[src/alu_settings.svh]
`ifndef ALU_SETTINGS_SVH
`define ALU_SETTINGS_SVH

// datapath width
`define ALU_WIDTH 32

// operation code width
`define ALU_OP_BITS 5

// shift count field in op2
`define ALU_COUNT_BITS 5

// AND masking mode keeps the low half-word
`define ALU_AND_INT_MASK 32'h0000_FFFF

// forced shift count
`define ALU_FIXED_SHIFT 2

`endif

[src/alu_pkg.sv]
`default_nettype none

`include "alu_settings.svh"

package alu_pkg;

    // one datapath word
    typedef logic [`ALU_WIDTH-1:0] alu_word_t;

    // operation codes, gaps are unused codes
    typedef enum logic [`ALU_OP_BITS-1:0] {
        op_and     = 5'd0,
        op_add     = 5'd1,
        op_bsf     = 5'd2,
        op_movb    = 5'd3,
        op_mova    = 5'd4,
        op_cld     = 5'd5,
        op_std     = 5'd6,
        op_cmpxchg = 5'd7,
        op_daa     = 5'd8,
        op_not     = 5'd9,
        op_or      = 5'd10,
        op_sar     = 5'd17,
        op_sal     = 5'd18,
        op_cmovc   = 5'd19
    } alu_op_t;

    // operand size, code 3 acts as dword
    typedef enum logic [1:0] {
        size_byte  = 2'd0,
        size_word  = 2'd1,
        size_dword = 2'd2
    } alu_size_t;

endpackage

`default_nettype wire

[src/alu_logic_unit.sv]
`timescale 1ns/10ps
`default_nettype none

`include "alu_settings.svh"

module alu_logic_unit
    import alu_pkg::*;
(
    input  alu_op_t   aluk,
    input  alu_word_t op1,
    input  alu_word_t op2,
    input  wire logic and_int,
    input  wire logic cf_in,
    output alu_word_t logic_result,
    output logic      bsf_zero
);

    localparam int IDX_BITS = $clog2(`ALU_WIDTH);

    alu_word_t           and_operand;
    logic [IDX_BITS-1:0] bsf_index;

    // masking mode replaces op2 with the low half-word mask
    assign and_operand = and_int ? alu_word_t'(`ALU_AND_INT_MASK) : op2;

    ////////////////////////////////////////
    // bit scan forward
    ////////////////////////////////////////

    // walk down from the top so the lowest set bit wins
    always_comb begin
        bsf_index = '0;
        for (int i = `ALU_WIDTH - 1; i >= 0; i--) begin
            if (op1[i]) begin
                bsf_index = IDX_BITS'(i);
            end
        end
    end

    assign bsf_zero = (op1 == '0);

    always_comb begin
        case (aluk)
            op_and:   logic_result = op1 & and_operand;
            op_or:    logic_result = op1 | op2;
            op_not:   logic_result = ~op1;
            op_mova:  logic_result = op1;
            op_movb:  logic_result = op2;
            // move only when carry is set
            op_cmovc: logic_result = cf_in ? op2 : op1;
            op_cld:   logic_result = '0;
            op_std:   logic_result = alu_word_t'(1);
            op_bsf:   logic_result = alu_word_t'(bsf_index);
            default:  logic_result = '0;
        endcase
    end

endmodule

`default_nettype wire

[src/alu_arith.sv]
`timescale 1ns/10ps
`default_nettype none

module alu_arith
    import alu_pkg::*;
(
    input  alu_op_t   aluk,
    input  alu_size_t size,
    input  alu_word_t op1,
    input  alu_word_t op2,
    input  alu_word_t op3,
    output alu_word_t arith_result,
    output logic      arith_cf,
    output logic      arith_af,
    output logic      arith_of,
    output logic      swap,
    output logic      cmp_equal
);

    localparam int W = $bits(alu_word_t);

    alu_word_t add_sum;
    logic      add_carry;
    logic      add_af;
    logic      add_of;
    int        top_bit;
    alu_word_t sub_diff;
    logic      sub_borrow;
    logic      sub_af;
    logic      sub_of;

    ////////////////////////////////////////
    // add
    ////////////////////////////////////////

    assign {add_carry, add_sum} = {1'b0, op1} + {1'b0, op2};

    // carry into bit 4 is the nibble carry
    assign add_af = add_sum[4] ^ op1[4] ^ op2[4];

    // sign bit of the operand size
    always_comb begin
        case (size)
            size_byte: top_bit = 7;
            size_word: top_bit = 15;
            default:   top_bit = W - 1;
        endcase
    end

    assign add_of = (op1[top_bit] == op2[top_bit]) && (add_sum[top_bit] != op1[top_bit]);

    ////////////////////////////////////////
    // cmpxchg compare
    ////////////////////////////////////////

    // flags of op1 - op2, always at full width
    assign {sub_borrow, sub_diff} = {1'b0, op1} - {1'b0, op2};
    assign sub_af = sub_diff[4] ^ op1[4] ^ op2[4];
    assign sub_of = (op1[W-1] != op2[W-1]) && (sub_diff[W-1] != op1[W-1]);

    assign cmp_equal = (op1 == op3);
    assign swap      = (aluk == op_cmpxchg) && cmp_equal;

    always_comb begin
        if (aluk == op_cmpxchg) begin
            arith_result = cmp_equal ? op2 : op1;
            arith_cf     = sub_borrow;
            arith_af     = sub_af;
            arith_of     = sub_of;
        end else begin
            arith_result = add_sum;
            arith_cf     = add_carry;
            arith_af     = add_af;
            arith_of     = add_of;
        end
    end

endmodule

`default_nettype wire

[src/alu_bcd_adjust.sv]
`timescale 1ns/10ps
`default_nettype none

module alu_bcd_adjust
    import alu_pkg::*;
(
    input  alu_word_t op1,
    input  wire logic af_in,
    input  wire logic cf_in,
    output alu_word_t daa_result,
    output logic      daa_af,
    output logic      daa_cf
);

    logic [7:0] al;
    logic [7:0] al_low_fixed;
    logic [7:0] al_fixed;
    logic       low_adjust;
    logic       high_adjust;

    assign al = op1[7:0];

    // low digit out of range or nibble carry seen
    assign low_adjust   = (al[3:0] > 4'd9) || af_in;
    assign al_low_fixed = low_adjust ? al + 8'h06 : al;

    // high digit check looks at the AL before any adjust
    assign high_adjust = (al > 8'h99) || cf_in;
    assign al_fixed    = high_adjust ? al_low_fixed + 8'h60 : al_low_fixed;

    assign daa_result = alu_word_t'(al_fixed);
    assign daa_af     = low_adjust;
    assign daa_cf     = high_adjust;

endmodule

`default_nettype wire

[src/alu_shifter.sv]
`timescale 1ns/10ps
`default_nettype none

`include "alu_settings.svh"

module alu_shifter
    import alu_pkg::*;
(
    input  alu_op_t   aluk,
    input  alu_word_t op1,
    input  alu_word_t op2,
    input  wire logic fixed_shift,
    input  wire logic of_in,
    output alu_word_t shift_result,
    output logic      shift_cf,
    output logic      shift_of,
    output logic      count_zero
);

    localparam int W        = `ALU_WIDTH;
    localparam int CNT_BITS = `ALU_COUNT_BITS;

    logic [CNT_BITS-1:0] count;
    logic                overshift;
    logic [W:0]          sal_wide;
    logic [W:0]          sar_wide;
    alu_word_t           sal_result;
    alu_word_t           sar_result;
    logic                sal_cf;
    logic                sar_cf;

    ////////////////////////////////////////
    // count and overshift
    ////////////////////////////////////////

    assign count = fixed_shift ? CNT_BITS'(`ALU_FIXED_SHIFT) : op2[CNT_BITS-1:0];

    // count bits above the field, ignored in forced mode
    assign overshift = (|op2[7:CNT_BITS]) && !fixed_shift;

    ////////////////////////////////////////
    // shift paths
    ////////////////////////////////////////

    // extra bit on the out side catches the last bit shifted out
    assign sal_wide = {1'b0, op1} << count;
    assign sar_wide = $signed({op1, 1'b0}) >>> count;

    always_comb begin
        if (overshift) begin
            sal_result = '0;
            sal_cf     = 1'b0;
        end else begin
            sal_result = sal_wide[W-1:0];
            sal_cf     = sal_wide[W];
        end
    end

    always_comb begin
        if (overshift) begin
            // everything shifted out, only sign copies remain
            sar_result = {W{op1[W-1]}};
            sar_cf     = op1[W-1];
        end else begin
            sar_result = sar_wide[W:1];
            sar_cf     = sar_wide[0];
        end
    end

    ////////////////////////////////////////
    // result and flags
    ////////////////////////////////////////

    always_comb begin
        if (aluk == op_sal) begin
            shift_result = sal_result;
            shift_cf     = sal_cf;
        end else begin
            shift_result = sar_result;
            shift_cf     = sar_cf;
        end
    end

    // OF is only defined for single-bit shifts
    always_comb begin
        if (count == CNT_BITS'(1)) begin
            shift_of = (aluk == op_sal) ? (shift_result[W-1] ^ shift_cf) : 1'b0;
        end else begin
            shift_of = of_in;
        end
    end

    // flags keep their old value on a zero count
    assign count_zero = (count == '0) && !overshift;

endmodule

`default_nettype wire

[src/alu_result_stage.sv]
`timescale 1ns/10ps
`default_nettype none

module alu_result_stage
    import alu_pkg::*;
(
    input  wire logic clk,
    input  wire logic reset,
    input  alu_op_t   aluk,
    input  alu_size_t size,
    input  alu_word_t logic_result,
    input  alu_word_t arith_result,
    input  wire logic arith_cf,
    input  wire logic arith_af,
    input  wire logic arith_of,
    input  alu_word_t daa_result,
    input  wire logic daa_af,
    input  wire logic daa_cf,
    input  alu_word_t shift_result,
    input  wire logic shift_cf,
    input  wire logic shift_of,
    input  wire logic bsf_zero,
    input  wire logic cmp_equal,
    input  wire logic swap_req,
    input  wire logic count_zero,
    output alu_word_t alu_out,
    output logic      swap,
    output logic      cf_out,
    output logic      pf_out,
    output logic      af_out,
    output logic      zf_out,
    output logic      sf_out,
    output logic      of_out,
    output logic      df_out,
    output logic      cc_inval
);

    alu_word_t sel_result;
    alu_word_t size_masked;
    logic      sel_cf;
    logic      sel_af;
    logic      sel_of;
    logic      op_known;
    logic      sel_zf;
    logic      sel_sf;
    logic      sel_pf;
    logic      is_shift;

    ////////////////////////////////////////
    // per-operation select
    ////////////////////////////////////////

    always_comb begin
        sel_result = '0;
        sel_cf     = 1'b0;
        sel_af     = 1'b0;
        sel_of     = 1'b0;
        op_known   = 1'b1;
        case (aluk)
            op_and, op_or, op_not, op_mova, op_movb, op_cmovc, op_cld, op_std, op_bsf: begin
                sel_result = logic_result;
            end
            op_add, op_cmpxchg: begin
                sel_result = arith_result;
                sel_cf     = arith_cf;
                sel_af     = arith_af;
                sel_of     = arith_of;
            end
            op_daa: begin
                sel_result = daa_result;
                sel_cf     = daa_cf;
                sel_af     = daa_af;
            end
            op_sal, op_sar: begin
                sel_result = shift_result;
                sel_cf     = shift_cf;
                sel_of     = shift_of;
            end
            default: op_known = 1'b0;
        endcase
    end

    ////////////////////////////////////////
    // zero, sign, parity
    ////////////////////////////////////////

    always_comb begin
        case (size)
            size_byte: begin
                size_masked = sel_result & alu_word_t'(8'hFF);
                sel_sf      = sel_result[7];
            end
            size_word: begin
                size_masked = sel_result & alu_word_t'(16'hFFFF);
                sel_sf      = sel_result[15];
            end
            default: begin
                size_masked = sel_result;
                sel_sf      = sel_result[$bits(alu_word_t)-1];
            end
        endcase
    end

    always_comb begin
        case (aluk)
            op_bsf:     sel_zf = bsf_zero;
            op_cmpxchg: sel_zf = cmp_equal;
            default:    sel_zf = (size_masked == '0);
        endcase
    end

    // even parity of the low byte
    assign sel_pf   = ~^sel_result[7:0];
    assign is_shift = (aluk == op_sal) || (aluk == op_sar);

    ////////////////////////////////////////
    // output registers
    ////////////////////////////////////////

    always_ff @(posedge clk) begin
        if (reset) begin
            alu_out  <= '0;
            swap     <= 1'b0;
            cf_out   <= 1'b0;
            pf_out   <= 1'b0;
            af_out   <= 1'b0;
            zf_out   <= 1'b0;
            sf_out   <= 1'b0;
            of_out   <= 1'b0;
            df_out   <= 1'b0;
            cc_inval <= 1'b0;
        end else begin
            alu_out  <= sel_result;
            swap     <= swap_req;
            cf_out   <= sel_cf;
            af_out   <= sel_af;
            of_out   <= sel_of;
            // unused codes report no flags at all
            pf_out   <= sel_pf && op_known;
            zf_out   <= sel_zf && op_known;
            sf_out   <= sel_sf && op_known;
            df_out   <= (aluk == op_std);
            cc_inval <= is_shift && count_zero;
        end
    end

endmodule

`default_nettype wire

[src/alu_top.sv]
`timescale 1ns/10ps
`default_nettype none

module alu_top
    import alu_pkg::*;
(
    input  wire logic      clk,
    input  wire logic      reset,
    input  alu_op_t        aluk,
    input  alu_size_t      size,
    input  alu_word_t      op1,
    input  alu_word_t      op2,
    input  alu_word_t      op3,
    input  wire logic      and_int,
    input  wire logic      fixed_shift,
    input  wire logic      af_in,
    input  wire logic      cf_in,
    input  wire logic      of_in,
    output alu_word_t      alu_out,
    output logic           swap,
    output logic           cf_out,
    output logic           pf_out,
    output logic           af_out,
    output logic           zf_out,
    output logic           sf_out,
    output logic           of_out,
    output logic           df_out,
    output logic           cc_inval
);

    alu_word_t logic_result;
    alu_word_t arith_result;
    alu_word_t daa_result;
    alu_word_t shift_result;
    logic      bsf_zero;
    logic      arith_cf;
    logic      arith_af;
    logic      arith_of;
    logic      arith_swap;
    logic      cmp_equal;
    logic      daa_af;
    logic      daa_cf;
    logic      shift_cf;
    logic      shift_of;
    logic      count_zero;

    ////////////////////////////////////////
    // operation units
    ////////////////////////////////////////

    alu_logic_unit u_logic (
        .aluk         (aluk),
        .op1          (op1),
        .op2          (op2),
        .and_int      (and_int),
        .cf_in        (cf_in),
        .logic_result (logic_result),
        .bsf_zero     (bsf_zero)
    );

    alu_arith u_arith (
        .aluk         (aluk),
        .size         (size),
        .op1          (op1),
        .op2          (op2),
        .op3          (op3),
        .arith_result (arith_result),
        .arith_cf     (arith_cf),
        .arith_af     (arith_af),
        .arith_of     (arith_of),
        .swap         (arith_swap),
        .cmp_equal    (cmp_equal)
    );

    alu_bcd_adjust u_daa (
        .op1        (op1),
        .af_in      (af_in),
        .cf_in      (cf_in),
        .daa_result (daa_result),
        .daa_af     (daa_af),
        .daa_cf     (daa_cf)
    );

    alu_shifter u_shift (
        .aluk         (aluk),
        .op1          (op1),
        .op2          (op2),
        .fixed_shift  (fixed_shift),
        .of_in        (of_in),
        .shift_result (shift_result),
        .shift_cf     (shift_cf),
        .shift_of     (shift_of),
        .count_zero   (count_zero)
    );

    ////////////////////////////////////////
    // select and register
    ////////////////////////////////////////

    alu_result_stage u_result (
        .clk          (clk),
        .reset        (reset),
        .aluk         (aluk),
        .size         (size),
        .logic_result (logic_result),
        .arith_result (arith_result),
        .arith_cf     (arith_cf),
        .arith_af     (arith_af),
        .arith_of     (arith_of),
        .daa_result   (daa_result),
        .daa_af       (daa_af),
        .daa_cf       (daa_cf),
        .shift_result (shift_result),
        .shift_cf     (shift_cf),
        .shift_of     (shift_of),
        .bsf_zero     (bsf_zero),
        .cmp_equal    (cmp_equal),
        .swap_req     (arith_swap),
        .count_zero   (count_zero),
        .alu_out      (alu_out),
        .swap         (swap),
        .cf_out       (cf_out),
        .pf_out       (pf_out),
        .af_out       (af_out),
        .zf_out       (zf_out),
        .sf_out       (sf_out),
        .of_out       (of_out),
        .df_out       (df_out),
        .cc_inval     (cc_inval)
    );

endmodule

`default_nettype wire

[config.mk]
export PLATFORM = sky130hd
export DESIGN_NAME = alu_top
export DESIGN_NICKNAME = d
export VERILOG_FILES = /design/src/alu_pkg.sv /design/src/alu_logic_unit.sv /design/src/alu_arith.sv /design/src/alu_bcd_adjust.sv /design/src/alu_shifter.sv /design/src/alu_result_stage.sv /design/src/alu_top.sv
export VERILOG_INCLUDE_DIRS = /design/src
export SDC_FILE = /design/constraint.sdc
export NUM_CORES = 1
export LEC_CHECK = 0
export CAP_MARGIN = 10
export CELL_PAD_IN_SITES_DETAIL_PLACEMENT = 1
export CELL_PAD_IN_SITES_GLOBAL_PLACEMENT = 2
export CORE_ASPECT_RATIO = 0.5
export CORE_MARGIN = 3
export CORE_UTILIZATION = 41
export CTS_BUF_LIST = sky130_fd_sc_hd__clkbuf_4 sky130_fd_sc_hd__clkbuf_8
export CTS_CLUSTER_DIAMETER = 50
export DETAILED_ROUTE_END_ITERATION = 16
export DONT_BUFFER_PORTS = 1
export PLACE_DENSITY_LB_ADDON = 0.08
export SLEW_MARGIN = 20
export SYNTH_ARGS = -nofsm -noshare
export SYNTH_HDL_FRONTEND = slang
export SYNTH_SLANG_ARGS = --single-unit
[constraint.sdc]
create_clock -name clk -period 9.4 [get_ports clk]
set_clock_uncertainty 0.2 [all_clocks]
set_input_delay 1.41 -clock clk [delete_from_list [all_inputs] [get_ports clk]]
set_output_delay 1.41 -clock clk [all_outputs]
set_load 0.01 [all_outputs]
== Yosys cells after proc, flatten, opt, wreduce, memory -nomap -nowiden ==
Index checks and enable logic that the tools add are counted.
Widths: inputs -> output; s select.
Cells by class
  equal/unequal tests: 20
  add/subtract/negate cells: 4
  muxes and demuxes: 69
  bitwise operators: 8
  shift operators: 2
  reduce and logical (&&, ||, !) cells: 25
  $lt $le $gt $ge: 3
Operators by type and width (number)
  $pmux 32 s8: 1
  $mux 32: 7
  $mux 5: 33
  $pmux 32 s4: 1
  $logic_not 32->1: 2
  $pmux 32 s2: 1
  $add 32x32->33: 1
  $shl 32x5->33: 1
  $sshr 33x5->33: 1
  $sub 32x32->33: 1
  $and 32x32->32: 1
  $eq 32x32->1: 1
  $not 32->32: 1
  $or 32x32->32: 1
  $eq 5x3->1 const B: 4
  $mux 8: 2
  $bmux 1 s5: 3
  $eq 5x4->1 const B: 3
  $eq 5x5->1 const B: 3
  $mux 1: 15
  $reduce_or 14->1: 1
  $eq 5x1->1 const B: 2
  $eq 5x2->1 const B: 2
  $logic_not 5->1: 2
  20 further kinds: 41
Storage, ports and cells
  register bits after elaboration: 41
  input bits: 110
  output and inout port bits: 41
  word-level logic and storage cells: 141

== Depth between registers and ports, before layout ==
Gate-level depths: netlist of the first run.
  depth in word-level cells: 38
  gate-level depth with buffers: 21
  depth with buffers taken out: 17

== By module ==
A second synthesis of the first run with hierarchy kept.
Second synthesis, totals
  cells, all modules: 1693
  area total of the unflattened synthesis: 11996.5 µm²
Modules (own cells, without submodules)
  alu_shifter: cells each 589, times used 1, area each 4092.7 µm², sequential area each 0.0 µm²
  alu_arith: cells each 569, times used 1, area each 3880.0 µm², sequential area each 0.0 µm²
  alu_result_stage: cells each 250, times used 1, area each 2149.6 µm², sequential area each 820.8 µm²
  alu_logic_unit: cells each 215, times used 1, area each 1402.6 µm², sequential area each 0.0 µm²
  alu_bcd_adjust: cells each 70, times used 1, area each 471.7 µm², sequential area each 0.0 µm²

== Worst setup path before layout of the first run ==
OpenSTA, ideal clock, no wires.
  kind: input to register
  start: input op1[7]
  end: register u_result.zf_out
  arrival: 4957 ps
  stages: 15
  setup time: 74 ps
  buffers on the path: 2
  required time: 9126 ps
  slack: 4169 ps
  cell sequence: clkbuf_1 > xor2_1 > nor4_1 > nand4_1 > nor2_4 > clkbuf_1 > o21ai_0 > a2111oi_0 > ha_1 > nand4_1 > or4_1 > nor3_1 > nand4_1 > a311o_1 > a31oi_1
Between the ends
  word-level cells in the longest chain between the ends: 14
  elaborated cells between the ends (all ways): 34
  classes of those cells: add/sub: 3; order compare: 1; eq/ne: 1; shift: 2; mux: 20; bitwise: 3; reduce/logical: 4
RTL lines
  from (decl): line alu_top.sv:11  | input alu_word_t op1,
  branches (longest 12 deep; another with $add 8x3->8)
  $pmux 1 s2 (*): line alu_result_stage.sv:105  | case (aluk)
  $logic_and 1x1->1 (*): line alu_result_stage.sv:140  | zf_out <= sel_zf && op_known;
  to (signal assigned): line alu_result_stage.sv:140
  to (decl): line alu_result_stage.sv:31  | output logic zf_out,
Mark *: on every way between the ends.
A chain may end at the register's enable or synchronous reset.

== Worst setup path after layout of the first run ==
  start: input op2[0]
  end: register u_result.zf_out
Between the ends
  word-level cells in the longest chain between the ends: 9
  elaborated cells between the ends (all ways): 19
  classes of those cells: add/sub: 1; shift: 2; mux: 12; bitwise: 2; reduce/logical: 2
RTL lines
  from (decl): line alu_top.sv:12  | input alu_word_t op2,
  branches (longest 4 deep; another with $add 32x32->33)
  $pmux 32 s4 (*): line alu_result_stage.sv:59  | case (aluk)
  $pmux 32 s2 (*): line alu_result_stage.sv:88  | case (size)
  $logic_not 32->1 (*): line alu_result_stage.sv:108  | default: sel_zf = (size_masked == '0);
  $pmux 1 s2 (*): line alu_result_stage.sv:105
  $logic_and 1x1->1 (*): line alu_result_stage.sv:140
Marked as above.

==> results.toml, run 1 <==
[status]
status = "completed"

[job]
cap_violations = 0

[timing]
worst_slack_ns = 2.79
tns_ns = 0
relSlewSlack_pct = 14.7
hold_violations = 0
tightest_slew_ns = 1.27
layout_min_cycle_time_ns = 6.61
grt_setup_unrepaired = "no"
slew_viol_final = 0
setup_viol = 0
timing.fmax_ghz = 0.151
final.period_utilization_pct = 70.3

[critical_path]
cp_max_fo = 53
critPathCapture = "u_result.zf_out"
path_buf_inv = 1
worstSetupEndpointType = "flip-flop"
path_depth = 16
startpoint_type = "input port"
critPathLaunch = "op2[0]"
path_class = "in2reg"
cp.arrival_ns = 6.69
critPathTopFamily = "simple AND/OR/NAND/NOR gates"
slowest_delay_ns = 0.66
required_ns = 9.48
cp_slowest_cell = "nor3_2"
crit_chain = "nor2b_4, buf_4, mux4_2, and2_1, a31oi_1, mux2i_1, o221ai_1, o21ai_0, nor3_2, ha_1, nand4_1, or4_1, nor3_1, nand4_1, a311o_1, a31oi_1"

[clock_tree]
ctsLongestPathBuffers = 2
cts_buffers = 5
cts-root-buf = "clkbuf_8"
cts_resized = 0
h-tree-depth = 2
cts_tree = "done"
cts_num_sinks = 41
clk_pin_slew_ns = 0.11
cts_hold_buf = 0
cts_setup_buffers = 0

[detailed_routing]
drt-total-wl_um = 73200
num_vias = 15100
met2_length_um = 28200
m1WireLength_um = 30400
drt-vias-per-instance = 7.67
drc = 0
ant_nets = 0
routedWlPerCell_um = 37.2
dr.pass1.iters = 7
initialDrtViolationCount = 2327
highest_layer = "met5"
dr_wl_met3_um = 11000

[grt]
grt_pass1_vias = 14500
antenna_found_initial = 5
grt_pass1_wl_um = 104000
grt_overflow = 0
grt_usage_pct = 45.4
grt_max_degree = 54

[layout]
syn_to_final_growth_pct = 1.23
layout.nets = 1794
fillerInstances = 3608
drive_gt1_share_pct = 7.65

[power]
leakagePower_nw = 4.69
total_power_uw = 937
ir_drop_uv = 81.5
power_density_nw_per_um2 = 78.0

[synth]
syn_area_um2 = 11900
synth-edff-count = 0
synthFlopType = "dfxtp_1"
yosys.area.top_type = "ha_1"
synth.net_count = 1914
syn_avg_cell_area_um2 = 6.98
yosys_warnings = 0
synth_top_area_share_pct = 10.7
seq_area_frac_synth_pct = 6.91
synth_seq_cells = 41
ys_types = 89
async_flop_share_pct = 0
yosys-top-cells-area = "ha_1, mux2i_1, mux4_2"
syn_inst = 1701

[floorplan]
die_h_um = 126
die_width_um = 247
rows = 43
die-area_um2 = 31200
initial_core_util_pct = 42.3
io_pins = 151
core_area_um2 = 28100

[placement]
hpwl_um = 54600
port_buffers = 0
dpl_worst_slack_ns = 2.74
place.gp.congestion = 1.06

[min_path]
hp-class = "in2reg"
[power by group]
part           total, mW  internal, mW  switching, mW  leakage (nW)
Sequential         0.186         0.180        0.00600         0.333
Combinational      0.609         0.212          0.397          4.32
Clock              0.142        0.0540         0.0881        0.0448
[cell usage in the layout (no fill, tap or decap), drive strengths merged, types with 17 or more instances in the layout]
master / n
nor4: 34
xnor2: 23
o21a: 18
o22ai: 38
mux2i: 88
buf: 33
a211oi: 30
inv: 78
a221oi: 19
nor2b: 17
o221ai: 22
dfxtp: 41
o21ai: 122
a31oi: 24
nand4: 17
ha: 102
o211ai: 25
nor2: 188
mux4: 38
nand2: 128
xor2: 42
nor3: 40
nand3: 36
a21oi: 166
[layer usage]
| metal | GRT usage [%] | vias up |
|---|---|---|
| met4 | 17.7 | 8 |
| met1 | 62.9 | 7541 |
| met5 | 0 | - |
| met3 | 18.3 | 244 |
| met2 | 62.5 | 1210 |
| li1 | - | 6084 |
[worst min path at each step]
stage	startpoint	to	slack (ns)	cells past startpoint
2_1_floorplan	reset	u_result.df_out	1.29	1
3_3_place_gp	reset	u_result.alu_out[2]	1.29	1
3_5_place_dp	reset	u_result.of_out	1.29	1
4_1_cts	reset	u_result.of_out	0.92	1
5_1_grt	reset	u_result.of_out	0.92	1
6_report	reset	u_result.of_out	0.93	1
[logic make-up after synthesis]
kind of cell,after synthesis,share of synthesized area (%)
adders and majority gates,103,10.9
DFF,41,6.91
AOI/OAI and AO/OA,579,31.7
xor gates and xnor gates,65,4.79
and+or+nand+nor,538,21.7
muxes,134,15.4
buffers and inverters,241,8.66
[synth_stat cells (30+ instances only)]
master,number
a21oi_1,166
inv_1,76
o21ai_0,115
nor2_1,187
o22ai_1,38
clkbuf_1,107
nor4_1,32
buf_2,30
xor2_1,42
mux2i_1,88
nand3_1,36
nand2_1,128
nor3_1,40
ha_1,102
dfxtp_1,41
mux4_2,38
[through the flow]
stage	hold slack (ns)	instances	util, %	cell area (um2)
final	0.933	1966	42.8	12000
after global routing	0.920	1965	42.8	12000
after CTS	0.919	1964	42.8	12000
after detailed placement	1.29	1956	42.4	11900
after global placement	1.29	1956	42.4	11900
after floorplan	1.29	1701	-	11900
[registers in the layout, summed over array words and instances (netlist names)]
signal,cells
u_result.sf_out,1
u_result.af_out,1
u_result.df_out,1
u_result.pf_out,1
u_result.cf_out,1
u_result.cc_inval,1
u_result.of_out,1
u_result.alu_out,32
u_result.zf_out,1
u_result.swap,1
[layout make-up]
type / count / area, um2 / share of cell area [%]
clock inverter: 3 / 25.0 / 0.208
sequential: 41 / 821 / 6.83
timing repair buffer: 33 / 248 / 2.06
multi-input combinational: 1419 / 10100 / 83.8
tap: 382 / 478 / 3.98
clock buffer: 5 / 68.8 / 0.572
antenna: 2 / 5.00 / 0.0416
inverter: 81 / 304 / 2.53
No activity file was read; power rests on OpenSTA's default activity.
==> run 2: changes to the inputs <==
--- a/config.mk
+++ b/config.mk
@@ -11,7 +11,7 @@
 export CELL_PAD_IN_SITES_GLOBAL_PLACEMENT = 2
 export CORE_ASPECT_RATIO = 0.5
 export CORE_MARGIN = 3
-export CORE_UTILIZATION = 41
+export CORE_UTILIZATION = 34
 export CTS_BUF_LIST = sky130_fd_sc_hd__clkbuf_4 sky130_fd_sc_hd__clkbuf_8
 export CTS_CLUSTER_DIAMETER = 50
 export DETAILED_ROUTE_END_ITERATION = 16
==> constraint.sdc (replaced) <==
create_clock -name clk -period 5.9 [get_ports clk]
set_clock_uncertainty 0.2 [all_clocks]
set_input_delay 0.885 -clock clk [delete_from_list [all_inputs] [get_ports clk]]
set_output_delay 0.885 -clock clk [all_outputs]
set_load 0.01 [all_outputs]
==> run 2 against run 1 <==
Design area grew 3.8%. First-iteration DRC count shrank 18%. Worst hold slack lost 0.53 ns. Via count shrank 0.52%. Largest cell class unchanged. Critical endpoint unchanged. Wire length grew 8.1%. Cell count grew 6.4%. Sequential power grew 60%.
==> results.toml, run 2 (synthesis gave the netlist of run 1 again) <==
[clock_tree]
ctsLongestPathBuffers = 2
clk_pin_slew_ns = 0.10
cts_buffers = 5
cts_tree = "done"
cts-root-buf = "clkbuf_8"
cts_resized = 0
cts_hold_buf = 0
cts_setup_buffers = 0
cts_num_sinks = 41
h-tree-depth = 2

[placement]
port_buffers = 0
place.gp.congestion = 1.01
dpl_worst_slack_ns = 0.337
hpwl_um = 61100

[grt]
grt_usage_pct = 40.6
grt_max_degree = 50
grt_pass1_wl_um = 111000
antenna_found_initial = 5
grt_pass1_vias = 14400
grt_overflow = 0

[timing]
tightest_slew_ns = 1.26
layout_min_cycle_time_ns = 5.43
grt_setup_unrepaired = "no"
tns_ns = 0
slew_viol_final = 0
setup_viol = 0
final.period_utilization_pct = 92.0
hold_violations = 0
worst_slack_ns = 0.473
timing.fmax_ghz = 0.184
relSlewSlack_pct = 15.6

[critical_path]
slowest_delay_ns = 0.78
cp_max_fo = 41
worstSetupEndpointType = "flip-flop"
cp_slowest_cell = "nor2b_4"
path_buf_inv = 0
critPathTopFamily = "compound AO/OA/AOI/OAI gates"
path_class = "in2reg"
crit_chain = "nor2b_4, mux4_2, nand2_1, o21ai_0, o21ai_0, a21oi_1, a21oi_1, ha_1, nand4_1, or4_1, nor3_1, nand4_1, a311o_1, a31oi_1"
required_ns = 5.97
cp.arrival_ns = 5.50
startpoint_type = "input port"

[detailed_routing]
ant_nets = 0
drc = 0
dr.pass1.iters = 8
drt-vias-per-instance = 7.17
initialDrtViolationCount = 1906
routedWlPerCell_um = 37.8
num_vias = 15000
drt-total-wl_um = 79100

[floorplan]
die_width_um = 270
rows = 47
die_h_um = 138
core_area_um2 = 33800
io_pins = 151
die-area_um2 = 37300
initial_core_util_pct = 35.2

[layout]
largest_reg_flops = 32
fillerInstances = 4306
seqCellArea_um2 = 821
syn_to_final_growth_pct = 5.06
multi_input_area_um2 = 10100
drive_gt1_share_pct = 10.2
top_register = "u_result.alu_out"
final_cell_mix = "nor2_1, a21oi_1, nand2_1"
layout_commonest_cell = "nor2_1"
layout.nets = 1838

[min_path]
hp-class = "in2reg"
min_from = "reset"
min_path_cells = 1
holdPathEnd = "u_result.af_out"

[power]
ir_drop_uv = 75.8
leakagePower_nw = 4.91
power_density_nw_per_um2 = 126

[job]
cap_violations = 0

[status]
status = "completed"
run 2: metrics by stage:
step                      utilization [%]  total power [mW]  area [um2]  std cells  hold slack (ns)
final                                37.0              1.58       12500       2092            0.404
after global routing                 36.9              1.64       12500       2090            0.390
after CTS                            36.9              1.54       12500       2090            0.402
after detailed placement             36.6              1.28       12400       2083            0.762
after global placement               36.6              1.27       12400       2083            0.763
after floorplan                         -             0.976       11900       1701            0.764
run 2: power by group:
part	internal, mW	total (mW)	switching [mW]
sequential	0.287	0.297	0.00985
clock	0.124	0.257	0.133
combinational	0.361	1.02	0.663
total	0.772	1.58	0.806
run 2: area by class of cell:
| class | instances | area share (%) |
|---|---|---|
| inverter | 81 | 2.44 |
| tap | 465 | 4.66 |
| sequential | 41 | 6.58 |
| multi-input combinational | 1419 | 80.8 |
| antenna | 2 | 0.0401 |
| clock inverter | 2 | 0.281 |
| clock buffer | 5 | 0.552 |
| timing repair buffer | 77 | 4.63 |
run 2: layer usage:
layer	share of wire (%)	GRT usage [%]	wire, um	up-vias
met5	0.016	0	13	-
met4	3.4	12.1	2670	2
met3	13	15.6	10100	156
met2	40	56.9	31400	986
met1	44	57.0	34900	7676
li1	-	-	-	6188
run 2: worst max-delay path by stage:
| stage | start | to | slack (ns) | depth (start not counted) |
|---|---|---|---|---|
| 6_report | op2[0] | u_result.zf_out | 0.47 | 14 |
| 5_1_grt | op2[0] | u_result.zf_out | 0.34 | 14 |
| 4_1_cts | op2[0] | u_result.zf_out | 0.66 | 14 |
| 3_5_place_dp | op2[0] | u_result.zf_out | 0.34 | 14 |
| 3_3_place_gp | op2[0] | u_result.zf_out | 0.34 | 14 |
| 2_1_floorplan | op1[7] | u_result.zf_out | 1.19 | 15 |
